[src/common/io_cfg.svh]
// ---------------------------------------------------------------------------
// Configuration macros for the I/O port gate
// Address and word widths, port count and the two port window bases
// ---------------------------------------------------------------------------

`ifndef IO_CFG_SVH
`define IO_CFG_SVH

// Width of the read and write addresses
`define IO_ADDR_WIDTH 10

// Width of one port data word
`define IO_WORD_WIDTH 16

// Number of read ports, same count of write ports
`define IO_PORT_COUNT 4

// Width of a port index inside its window
`define IO_PORT_IDX_WIDTH 2

// First address of the read port window
`define IO_RD_BASE 10'h3F0

// First address of the write port window
`define IO_WR_BASE 10'h3F8

`endif
[src/common/io_pkg.sv]
// ---------------------------------------------------------------------------
// Shared types of the I/O port gate
// Addresses, data words, port indexes and per-port bit vectors
// ---------------------------------------------------------------------------

`include "io_cfg.svh"

package io_pkg;

    // -------------------------------------------------------------------------
    // Address and data
    // -------------------------------------------------------------------------

    // Read or write address as issued by the core
    typedef logic [`IO_ADDR_WIDTH-1:0] addr_t;

    // One port data word
    typedef logic [`IO_WORD_WIDTH-1:0] word_t;

    // -------------------------------------------------------------------------
    // Port selection
    // -------------------------------------------------------------------------

    // Offset of a port from the base of its window
    typedef logic [`IO_PORT_IDX_WIDTH-1:0] port_idx_t;

    // One bit per port
    // Used for empty/full bits, read acknowledges and write enables
    typedef logic [`IO_PORT_COUNT-1:0] port_bits_t;

endpackage

[src/io_gate.sv]
// ---------------------------------------------------------------------------
// Top level of the I/O port gate
// Read and write port checks, access control and both datapath blocks
// ---------------------------------------------------------------------------

`include "io_cfg.svh"

module io_gate import io_pkg::*; (
    input  logic                                       clock,
    input  logic                                       arst_n,
    // Core side
    input  logic                                       issue,
    input  addr_t                                      rd_addr,
    input  addr_t                                      wr_addr,
    input  word_t                                      wr_data,
    output logic                                       done,
    output logic                                       annul,
    // Read ports
    input  port_bits_t                                 rd_port_ef,
    input  logic [`IO_PORT_COUNT*`IO_WORD_WIDTH-1:0]   rd_port_data,
    output logic                                       rd_valid,
    output word_t                                      rd_data,
    output port_bits_t                                 rd_ack,
    // Write ports
    input  port_bits_t                                 wr_port_ef,
    output port_bits_t                                 wr_en,
    output word_t                                      wr_data_out
);

    logic      rd_ready;
    logic      rd_is_io;
    port_idx_t rd_idx;
    logic      wr_ready;
    logic      wr_is_io;
    port_idx_t wr_idx;
    logic      rd_take;
    logic      wr_take;

    // -------------------------------------------------------------------------
    // Port checks
    // -------------------------------------------------------------------------

    // Reads need a full port
    io_port_check #(
        .READY_STATE (1'b1),
        .PORT_BASE   (`IO_RD_BASE)
    ) rd_check (
        .clock    (clock),
        .arst_n   (arst_n),
        .enable   (issue),
        .addr     (rd_addr),
        .port_ef  (rd_port_ef),
        .ready    (rd_ready),
        .is_io    (rd_is_io),
        .port_idx (rd_idx)
    );

    // Writes need an empty port
    io_port_check #(
        .READY_STATE (1'b0),
        .PORT_BASE   (`IO_WR_BASE)
    ) wr_check (
        .clock    (clock),
        .arst_n   (arst_n),
        .enable   (issue),
        .addr     (wr_addr),
        .port_ef  (wr_port_ef),
        .ready    (wr_ready),
        .is_io    (wr_is_io),
        .port_idx (wr_idx)
    );

    // -------------------------------------------------------------------------
    // Control and datapath
    // -------------------------------------------------------------------------

    io_access_ctrl access_ctrl (
        .clock    (clock),
        .arst_n   (arst_n),
        .issue    (issue),
        .rd_ready (rd_ready),
        .rd_is_io (rd_is_io),
        .wr_ready (wr_ready),
        .wr_is_io (wr_is_io),
        .done     (done),
        .annul    (annul),
        .rd_take  (rd_take),
        .wr_take  (wr_take)
    );

    io_read_select read_select (
        .clock        (clock),
        .arst_n       (arst_n),
        .port_idx     (rd_idx),
        .rd_port_data (rd_port_data),
        .rd_take      (rd_take),
        .rd_valid     (rd_valid),
        .rd_data      (rd_data),
        .rd_ack       (rd_ack)
    );

    io_write_strobe write_strobe (
        .clock       (clock),
        .arst_n      (arst_n),
        .wr_data     (wr_data),
        .port_idx    (wr_idx),
        .wr_take     (wr_take),
        .wr_en       (wr_en),
        .wr_data_out (wr_data_out)
    );

endmodule

[src/io_access_ctrl.sv]
// ---------------------------------------------------------------------------
// Access control of the I/O port gate
// Combines both ready bits into done, annul and the datapath take pulses
// ---------------------------------------------------------------------------

module io_access_ctrl import io_pkg::*; (
    input  logic clock,
    input  logic arst_n,
    input  logic issue,
    input  logic rd_ready,
    input  logic rd_is_io,
    input  logic wr_ready,
    input  logic wr_is_io,
    output logic done,
    output logic annul,
    output logic rd_take,
    output logic wr_take
);

    logic issue_q;
    logic go;

    // -------------------------------------------------------------------------
    // Issue pipeline
    // -------------------------------------------------------------------------

    // Lines up with the ready bits out of the port checks
    always_ff @(posedge clock or negedge arst_n) begin
        if (!arst_n) begin
            issue_q <= 1'b0;
        end else begin
            issue_q <= issue;
        end
    end

    // Both sides must agree before anything moves
    assign go = issue_q && rd_ready && wr_ready;

    // -------------------------------------------------------------------------
    // Outcome registers
    // -------------------------------------------------------------------------

    always_ff @(posedge clock or negedge arst_n) begin
        if (!arst_n) begin
            done    <= 1'b0;
            annul   <= 1'b0;
            rd_take <= 1'b0;
            wr_take <= 1'b0;
        end else begin
            done    <= go;
            // Issued but blocked so the core reissues it
            annul   <= issue_q && !go;
            // Memory side accesses need no port action
            rd_take <= go && rd_is_io;
            wr_take <= go && wr_is_io;
        end
    end

    // An instruction ends exactly one way
    a_done_annul_excl : assert property (
        @(posedge clock) disable iff (!arst_n) !(done && annul)
    );

    // A port is consumed only by a finished instruction
    a_rd_take_done : assert property (
        @(posedge clock) disable iff (!arst_n) rd_take |-> done
    );

endmodule

[src/io_write_strobe.sv]
// ---------------------------------------------------------------------------
// Write side datapath
// Write word delay line and one-hot write enable decode
// ---------------------------------------------------------------------------

module io_write_strobe import io_pkg::*; (
    input  logic       clock,
    input  logic       arst_n,
    input  word_t      wr_data,
    input  port_idx_t  port_idx,
    input  logic       wr_take,
    output port_bits_t wr_en,
    output word_t      wr_data_out
);

    word_t      data_s1;
    port_idx_t  idx_s2;
    port_bits_t en_onehot;

    // -------------------------------------------------------------------------
    // Delay line
    // -------------------------------------------------------------------------

    // Word captured at the issue edge
    always_ff @(posedge clock) begin
        data_s1 <= wr_data;
    end

    // Second stage matches the decision latency of the control
    // Index comes in one cycle after issue from the write port check
    always_ff @(posedge clock) begin
        wr_data_out <= data_s1;
        idx_s2      <= port_idx;
    end

    // -------------------------------------------------------------------------
    // Write enable
    // -------------------------------------------------------------------------

    always_comb begin
        en_onehot         = '0;
        en_onehot[idx_s2] = 1'b1;
    end

    // Strobe only the written port, and only on an accepted write
    assign wr_en = wr_take ? en_onehot : '0;

    // Never more than one port written at a time
    a_wr_en_onehot : assert property (
        @(posedge clock) disable iff (!arst_n) $onehot0(wr_en)
    );

endmodule

[src/io_read_select.sv]
// ---------------------------------------------------------------------------
// Read side datapath
// Port data sample, selected word register and one-hot read acknowledge
// ---------------------------------------------------------------------------

`include "io_cfg.svh"

module io_read_select import io_pkg::*; (
    input  logic                                       clock,
    input  logic                                       arst_n,
    input  port_idx_t                                  port_idx,
    input  logic [`IO_PORT_COUNT*`IO_WORD_WIDTH-1:0]   rd_port_data,
    input  logic                                       rd_take,
    output logic                                       rd_valid,
    output word_t                                      rd_data,
    output port_bits_t                                 rd_ack
);

    logic [`IO_PORT_COUNT*`IO_WORD_WIDTH-1:0] data_s1;
    word_t                                    word_sel;
    port_idx_t                                idx_s2;
    port_bits_t                               ack_onehot;

    // -------------------------------------------------------------------------
    // Data path
    // -------------------------------------------------------------------------

    // All port words as they stood at the issue edge
    always_ff @(posedge clock) begin
        data_s1 <= rd_port_data;
    end

    // Index arrives already registered from the read port check
    assign word_sel = data_s1[port_idx*`IO_WORD_WIDTH +: `IO_WORD_WIDTH];

    // Word and index line up with the take pulse from the control
    always_ff @(posedge clock) begin
        rd_data <= word_sel;
        idx_s2  <= port_idx;
    end

    // -------------------------------------------------------------------------
    // Acknowledge
    // -------------------------------------------------------------------------

    always_comb begin
        ack_onehot         = '0;
        ack_onehot[idx_s2] = 1'b1;
    end

    // Only the consumed port sees its acknowledge
    assign rd_ack   = rd_take ? ack_onehot : '0;
    assign rd_valid = rd_take;

    // At most one read port consumed per instruction
    a_rd_ack_onehot : assert property (
        @(posedge clock) disable iff (!arst_n) $onehot0(rd_ack)
    );

endmodule

[src/io_port_check.sv]
// ---------------------------------------------------------------------------
// Port window check shared by the read and the write side
// Two-stage address window decode, empty/full bit select and ready mask
// ---------------------------------------------------------------------------

`include "io_cfg.svh"

module io_port_check import io_pkg::*; #(
    // Empty/full value that means ready, 1 for reads and 0 for writes
    parameter logic  READY_STATE = 1'b1,
    // First address of the port window
    parameter addr_t PORT_BASE   = `IO_RD_BASE
) (
    input  logic       clock,
    input  logic       arst_n,
    input  logic       enable,
    input  addr_t      addr,
    input  port_bits_t port_ef,
    output logic       ready,
    output logic       is_io,
    output port_idx_t  port_idx
);

    // Last address inside the window
    localparam addr_t PORT_BOUND = PORT_BASE + addr_t'(`IO_PORT_COUNT - 1);

    // Value seen by a check that is switched off
    localparam logic NOT_READY = ~READY_STATE;

    addr_t     addr_offset;
    port_idx_t idx_raw;
    logic      hit_raw;
    logic      ef_sel_q;
    logic      enable_q;
    logic      ef_masked;

    // -------------------------------------------------------------------------
    // Stage 1, sampled at the issue edge
    // -------------------------------------------------------------------------

    // Offset into the window, only the low bits matter inside it
    assign addr_offset = addr - PORT_BASE;
    assign idx_raw     = addr_offset[`IO_PORT_IDX_WIDTH-1:0];

    // Window hit only counts while an instruction is issued
    assign hit_raw = enable && (addr >= PORT_BASE) && (addr <= PORT_BOUND);

    always_ff @(posedge clock or negedge arst_n) begin
        if (!arst_n) begin
            enable_q <= 1'b0;
            is_io    <= 1'b0;
        end else begin
            enable_q <= enable;
            is_io    <= hit_raw;
        end
    end

    // Selected empty/full bit and index travel without reset
    always_ff @(posedge clock) begin
        ef_sel_q <= port_ef[idx_raw];
        port_idx <= idx_raw;
    end

    // -------------------------------------------------------------------------
    // Stage 2, masking into ready
    // -------------------------------------------------------------------------

    // Memory addresses look like a port in the ready state
    always_comb begin
        if (!enable_q) begin
            ef_masked = NOT_READY;
        end else if (!is_io) begin
            ef_masked = READY_STATE;
        end else begin
            ef_masked = ef_sel_q;
        end
    end

    assign ready = (ef_masked == READY_STATE);

    // Window hit must come from an issued instruction
    a_is_io_enabled : assert property (
        @(posedge clock) disable iff (!arst_n) is_io |-> enable_q
    );

endmodule

[config.mk]
export PLATFORM = sky130hd
export DESIGN_NAME = io_gate
export DESIGN_NICKNAME = d
export VERILOG_FILES = /design/src/common/io_pkg.sv /design/src/io_gate.sv /design/src/io_access_ctrl.sv /design/src/io_write_strobe.sv /design/src/io_read_select.sv /design/src/io_port_check.sv
export VERILOG_INCLUDE_DIRS = /design/src /design/src/common
export SDC_FILE = /design/constraint.sdc
export NUM_CORES = 1
export LEC_CHECK = 0
export BUFFER_PORTS_ARGS = -buffer_cell sky130_fd_sc_hd__buf_2
export CORE_MARGIN = 4
export CORE_UTILIZATION = 35
export CTS_BUF_LIST = sky130_fd_sc_hd__clkbuf_8
export DETAILED_ROUTE_END_ITERATION = 8
export PLACE_DENSITY = 0.66
export SYNTH_ARGS = -nofsm -noshare
export SYNTH_HDL_FRONTEND = slang
export SYNTH_SLANG_ARGS = --single-unit
[constraint.sdc]
create_clock -name clock -period 3.65 [get_ports clock]
set_clock_uncertainty 0.2 [all_clocks]
set_input_delay 0.1825 -clock clock [delete_from_list [all_inputs] [get_ports clock]]
set_output_delay 0.1825 -clock clock [all_outputs]
set_load 0.05 [all_outputs]
# Word-level counts from Yosys, hierarchy flattened
# Index checks and enable logic that the tools add are counted.
dict set report totals {
  regBits 129
  latchBits 0
  ram_bits 0
  mem_bits_ro 0
  inputBits 111
  output_inout_bits 43
  wordCells 57
  memories 0
}
dict set report op_classes {
  addsub 2
  mul 0
  n_div 0
  magnitude_cmp 10
  eq_ne 0
  shifts 1
  n_mux 14
  bitwise 1
  reduce_logical 12
}
# cell n
set op_table {}
lappend op_table {{$shiftx 64x7->16} 1}
lappend op_table {{$ge 10x10->1 const B} 2}
lappend op_table {{$le 10x10->1 const B} 2}
lappend op_table {{$lt 2x3->1 const B} 4}
lappend op_table {{$logic_and 1x1->1} 11}
lappend op_table {{$mux 1} 8}
lappend op_table {{$mux 4} 2}
lappend op_table {{$bmux 1 s2} 2}
lappend op_table {{$demux 1 s2} 2}
lappend op_table {{$ge 2x1->1 const B} 2}
lappend op_table {{$sub 2x1->2 const B} 2}
lappend op_table {{$logic_not 1->1} 1}
lappend op_table {{$not 1->1} 1}

# Logic depth before layout (Yosys ltp)
dict set report depth {
  ltp_word 6
  depth_mapped 3
  ltp_nobuf 2
}

# By module
# Synthesis repeated with hierarchy kept, for this count alone.
dict set report hier_totals {
  hier_cells 177
  area_unflattened_um2 3306.9
}
# module n_inst cells_each area_per_inst_um2 seq_area_each_um2
set modules_own_cells {}
lappend modules_own_cells {io_read_select 1 107 2104.5 1641.6}
lappend modules_own_cells {io_write_strobe 1 38 718.2 680.7}
lappend modules_own_cells {{io_port_check (rd_check)} 1 12 166.4 110.1}
lappend modules_own_cells {{io_port_check (wr_check)} 1 11 160.2 110.1}
lappend modules_own_cells {io_access_ctrl 1 9 157.7 125.1}

# Worst setup path after synthesis
# No wires, ideal clock.
dict set report synth_path {
  kind {register to output}
  from {register access_ctrl.rd_take}
  to {output port rd_ack[0]}
  arrival_ns 1.866
  required_time_ns 3.267
  slack_ns 1.402
  path_stages_with_launch 2
  n_path_buf 0
  path_cell_list {dfrtp_1 > nor3b_1}
}
dict set report synth_via {
  elab_chain_cells 1
}
# element line_no
set synth_rtl {}
lappend synth_rtl {{start: declaration} io_access_ctrl.sv:16} ;# output logic rd_take,
lappend synth_rtl {{start signal: assignment} io_access_ctrl.sv:54} ;# rd_take <= go && rd_is_io;
lappend synth_rtl {{$mux 4} io_read_select.sv:52} ;# assign rd_ack = rd_take ? ack_onehot : '0;
lappend synth_rtl {{end: declaration} io_gate.sv:23} ;# output port_bits_t rd_ack,
# Every way passes these cells.

# Final worst setup path
dict set report layout_path {
  from {register rd_check.port_idx[0]}
  to {register read_select.rd_data[15]}
}
dict set report layout_via {
  elab_chain_cells 1
}
# element line_no
set layout_rtl {}
lappend layout_rtl {{start: declaration} io_port_check.sv:21} ;# output port_idx_t port_idx
lappend layout_rtl {{start signal: assignment} io_port_check.sv:61} ;# port_idx <= idx_raw;
lappend layout_rtl {{$shiftx 64x7->16} io_read_select.sv:34} ;# assign word_sel = data_s1[port_idx*`IO_WORD_WIDTH +: `IO_WORD_WIDTH];
lappend layout_rtl {{via read_select.word_sel[15]} io_read_select.sv:20} ;# word_t word_sel;
lappend layout_rtl {{end signal: assignment} io_read_select.sv:38} ;# rd_data <= word_sel;
lappend layout_rtl {{end: declaration} io_read_select.sv:15} ;# output word_t rd_data,
# The timed path passes the listed nets, and every way through them passes these cells.

==> reports/results.tsv <==
metric	value	unit
place.gp.congestion	0.7312	
worst-r2r-setup-slack	1.65	ns
endpoint_class_of_the_critical_path	flop	
n_antenna_cell	0	
worstHoldStart	write_strobe.data_s1[5]$_DFF_P_	
critical-path-top-delay-family	flip-flops	
worst_r2r_path_depth	1	
synth_cells	175	
cts_made_buffers	17	
final_layout_size_suffix_gt1_frac	0.4368	
final_core_util	0.6144	
finalPower	0.003025	W
worstSkewPairLatency	0.42	ns
placed_cell_area	4093	µm²
place.port_buffers	153	
cp_num_buf_inv	0	
start_kind	flop	
num_rows	34	
cts.root.buffer_cell	sky130_fd_sc_hd__clkbuf_8	
globalRouteOverflowTotal	0	
area_growth_syn_to_layout	68.15	%
criticalPathCategory	flop to flop	
synth_fp_nets	286	
yosysSeqAreaShare	0.8096	
worst_hold_path.num_cells	0	
critical_path.max_fanout	17	
cp.arrival	2.10	ns
finalSetupViolations	0	
grt_pass1_wl	13580	µm
count_of_nets_left_with_antenna_violations_after_detail_routing	0	
route.detailed.wl_per_inst	14.54	µm
maxSlewViolCount	0	
fin_crit	2.000	ns
multi_input_area	566.8	µm²
synthesis.area	3233	µm²
run_status	finished clean	
die_h	104.1	µm
grt_start_max_net_pins	18	
io-pin-count	154	
rr_endpoint	read_select.rd_data[15]$_DFF_P_	
post_synth_num_cell_types	20	
hp-class	flop to flop	
worst_path_largest_cell_delay	1.03	ns
nets	549	
number_of_global_route_vias_before_repair	2702	
finish.instance_area	5436	µm²
die_width	104.1	µm
netlist.area_leader.share	0.7554	
final-seq-area	2618	µm²
required	3.75	ns
totalWireLength	8130	µm
ys_ff_latch	129	
worst-slew-pin-transition	1.065	ns
vias_per_cell	4.186	
path_depth	1	
htree_levels	4	
groute.usage.overall	0.1630	
critical_path.reg2reg.startpoint	rd_check.port_idx[0]$_DFF_P_	
power.ir.vdd_worst	425.9	µV
timing.hold.worst_endpoint	write_strobe.wr_data_out[5]$_DFF_P_	
cell_with_the_largest_stage_delay_on_the_worst_path	sky130_fd_sc_hd__dfxtp_1	
timing.max_slew.rel_slack	0.2887	
hold_viol_final	0	
post-route-period-util	0.5480	
cts_buffer_depth	2	
via_count	2340	
drv_cap	0	
drc_violation_total_after_the_first_tritonroute_iteration	43	
fmax	500.0	MHz
design.core.area	8848	µm²
total_leakage_power	2.544	nW
synth_largest_area_cell	sky130_fd_sc_hd__dfxtp_1	
synth.yosys.warnings	0	
design.die.area	10840	µm²
place_hpwl	4667	µm
tritoncts	built	
antenna_found_initial	0	
unrepaired_setup_endpoints_after_global_routing	no	
setup_total_negative_slack	0	ns
cellPowerDensity	556.4	nW/µm²
cp_cell_sequence	mux4_1	
cts_num_sinks	129	
remaining_drc_errors	0	
effective_utilization_at_floorplan	0.3654	
first_pass_iters	4	
synth_top_area_cells	sky130_fd_sc_hd__dfxtp_1, sky130_fd_sc_hd__mux4_2, sky130_fd_sc_hd__dfrtp_1	
worst_setup_hold_path_clk_slew	0.09	ns
fillerInstances	663	
post_synth.cell_area_avg	18.47	µm²
## power breakdown
group	switching (W)	internal, W
registers	0.0000299	0.00149
logic	0.000155	0.000158
clock network	0.000619	0.000573
## state kept, by name, summed over array words and instances, names as in the netlist, 2 cells and up
signal and cells:
wr_check.port_idx 2, write_strobe.wr_data_out 16, read_select.rd_data 16, rd_check.port_idx 2, write_strobe.idx_s2 2, read_select.data_s1 64, write_strobe.data_s1 16, read_select.idx_s2 2
## synthesized netlist by cell type
cell type,n
sky130_fd_sc_hd__nand4_1,1
sky130_fd_sc_hd__nand3_1,2
sky130_fd_sc_hd__mux4_1,6
sky130_fd_sc_hd__nand4b_1,1
sky130_fd_sc_hd__and3b_1,2
sky130_fd_sc_hd__nand2b_1,1
sky130_fd_sc_hd__buf_6,1
sky130_fd_sc_hd__and3_1,3
sky130_fd_sc_hd__nor3b_1,2
sky130_fd_sc_hd__nand2_1,3
sky130_fd_sc_hd__a21boi_0,1
sky130_fd_sc_hd__nor4_1,2
sky130_fd_sc_hd__dfrtp_1,7
sky130_fd_sc_hd__mux4_2,12
sky130_fd_sc_hd__nor2_1,2
sky130_fd_sc_hd__buf_2,2
sky130_fd_sc_hd__and4_1,2
sky130_fd_sc_hd__dfxtp_1,122
sky130_fd_sc_hd__buf_12,1
sky130_fd_sc_hd__inv_1,2
## layout make-up
class / instances / share of cell area
multi-input combinational: 40 / 0.1043
timing repair buffer: 248 / 0.3158
sequential: 129 / 0.4815
tap: 108 / 0.02486
clock buffer: 17 / 0.04304
inverter: 2 / 0.001381
clock inverter: 15 / 0.02923
## cells in the final DEF (no fill, tap or decap), drive strengths merged
cell / count
and4: 2
a21boi: 1
nor4: 2
mux4: 18
nor2: 2
inv: 13
nor3b: 2
dfrtp: 7
clkbuf: 17
nand2b: 1
dlygate4sd3: 95
bufinv: 1
and3: 3
dfxtp: 122
nand4b: 1
nand3: 2
and3b: 2
buf: 153
clkinv: 1
nand2: 3
clkinvlp: 2
nand4: 1
## timing repair
| action | 4_1_cts | 5_1_grt |
|---|---|---|
| hold buffers | 95 | 0 |
| buffers inserted | 0 | 0 |
| gates resized for setup | 0 | 0 |
| hold endpoints to repair | 96 | 0 |
## stage by stage
stage	setup WS [ns]	cells	hold slack, ns
finish	1.650	559	0.1286
global route	1.454	559	0.1380
CTS	1.563	559	0.1285
detailed placement	1.564	432	-0.1796
global placement	1.609	432	-0.1808
floorplan	1.402	175	-0.3131
## routing by layer
layer | vias to the layer above | GRT usage | wire (µm)
met1 | 1082 | 0.1586 | 2873
li1 | 1142 | - | -
met3 | 26 | 0.06890 | 588
met2 | 90 | 0.2943 | 4426
met5 | - | 0 | 0
met4 | 0 | 0.08167 | 241
## kinds of logic after synthesis
kind of cell | Yosys count | share of synthesized area
flip-flops | 129 | 0.8096
AO/OA/AOI/OAI | 1 | 0.002323
AND/OR/NAND/NOR | 21 | 0.04064
buffers and inverters | 6 | 0.01509
multiplexers | 18 | 0.1324
## worst max path at each step
| stage | slack [ns] | end | from |
|---|---|---|---|
| floorplan | 1.40 | rd_ack[0] | access_ctrl.rd_take$_DFF_PN0_ |
| global placement | 1.61 | read_select.rd_data[1]$_DFF_P_ | rd_check.port_idx[0]$_DFF_P_ |
| detailed placement | 1.56 | read_select.rd_data[10]$_DFF_P_ | rd_check.port_idx[0]$_DFF_P_ |
| CTS | 1.56 | read_select.rd_data[10]$_DFF_P_ | rd_check.port_idx[0]$_DFF_P_ |
| global route | 1.45 | read_select.rd_data[1]$_DFF_P_ | rd_check.port_idx[0]$_DFF_P_ |
| finish | 1.65 | read_select.rd_data[15]$_DFF_P_ | rd_check.port_idx[0]$_DFF_P_ |
No activity file was read; power rests on OpenSTA's default activity.
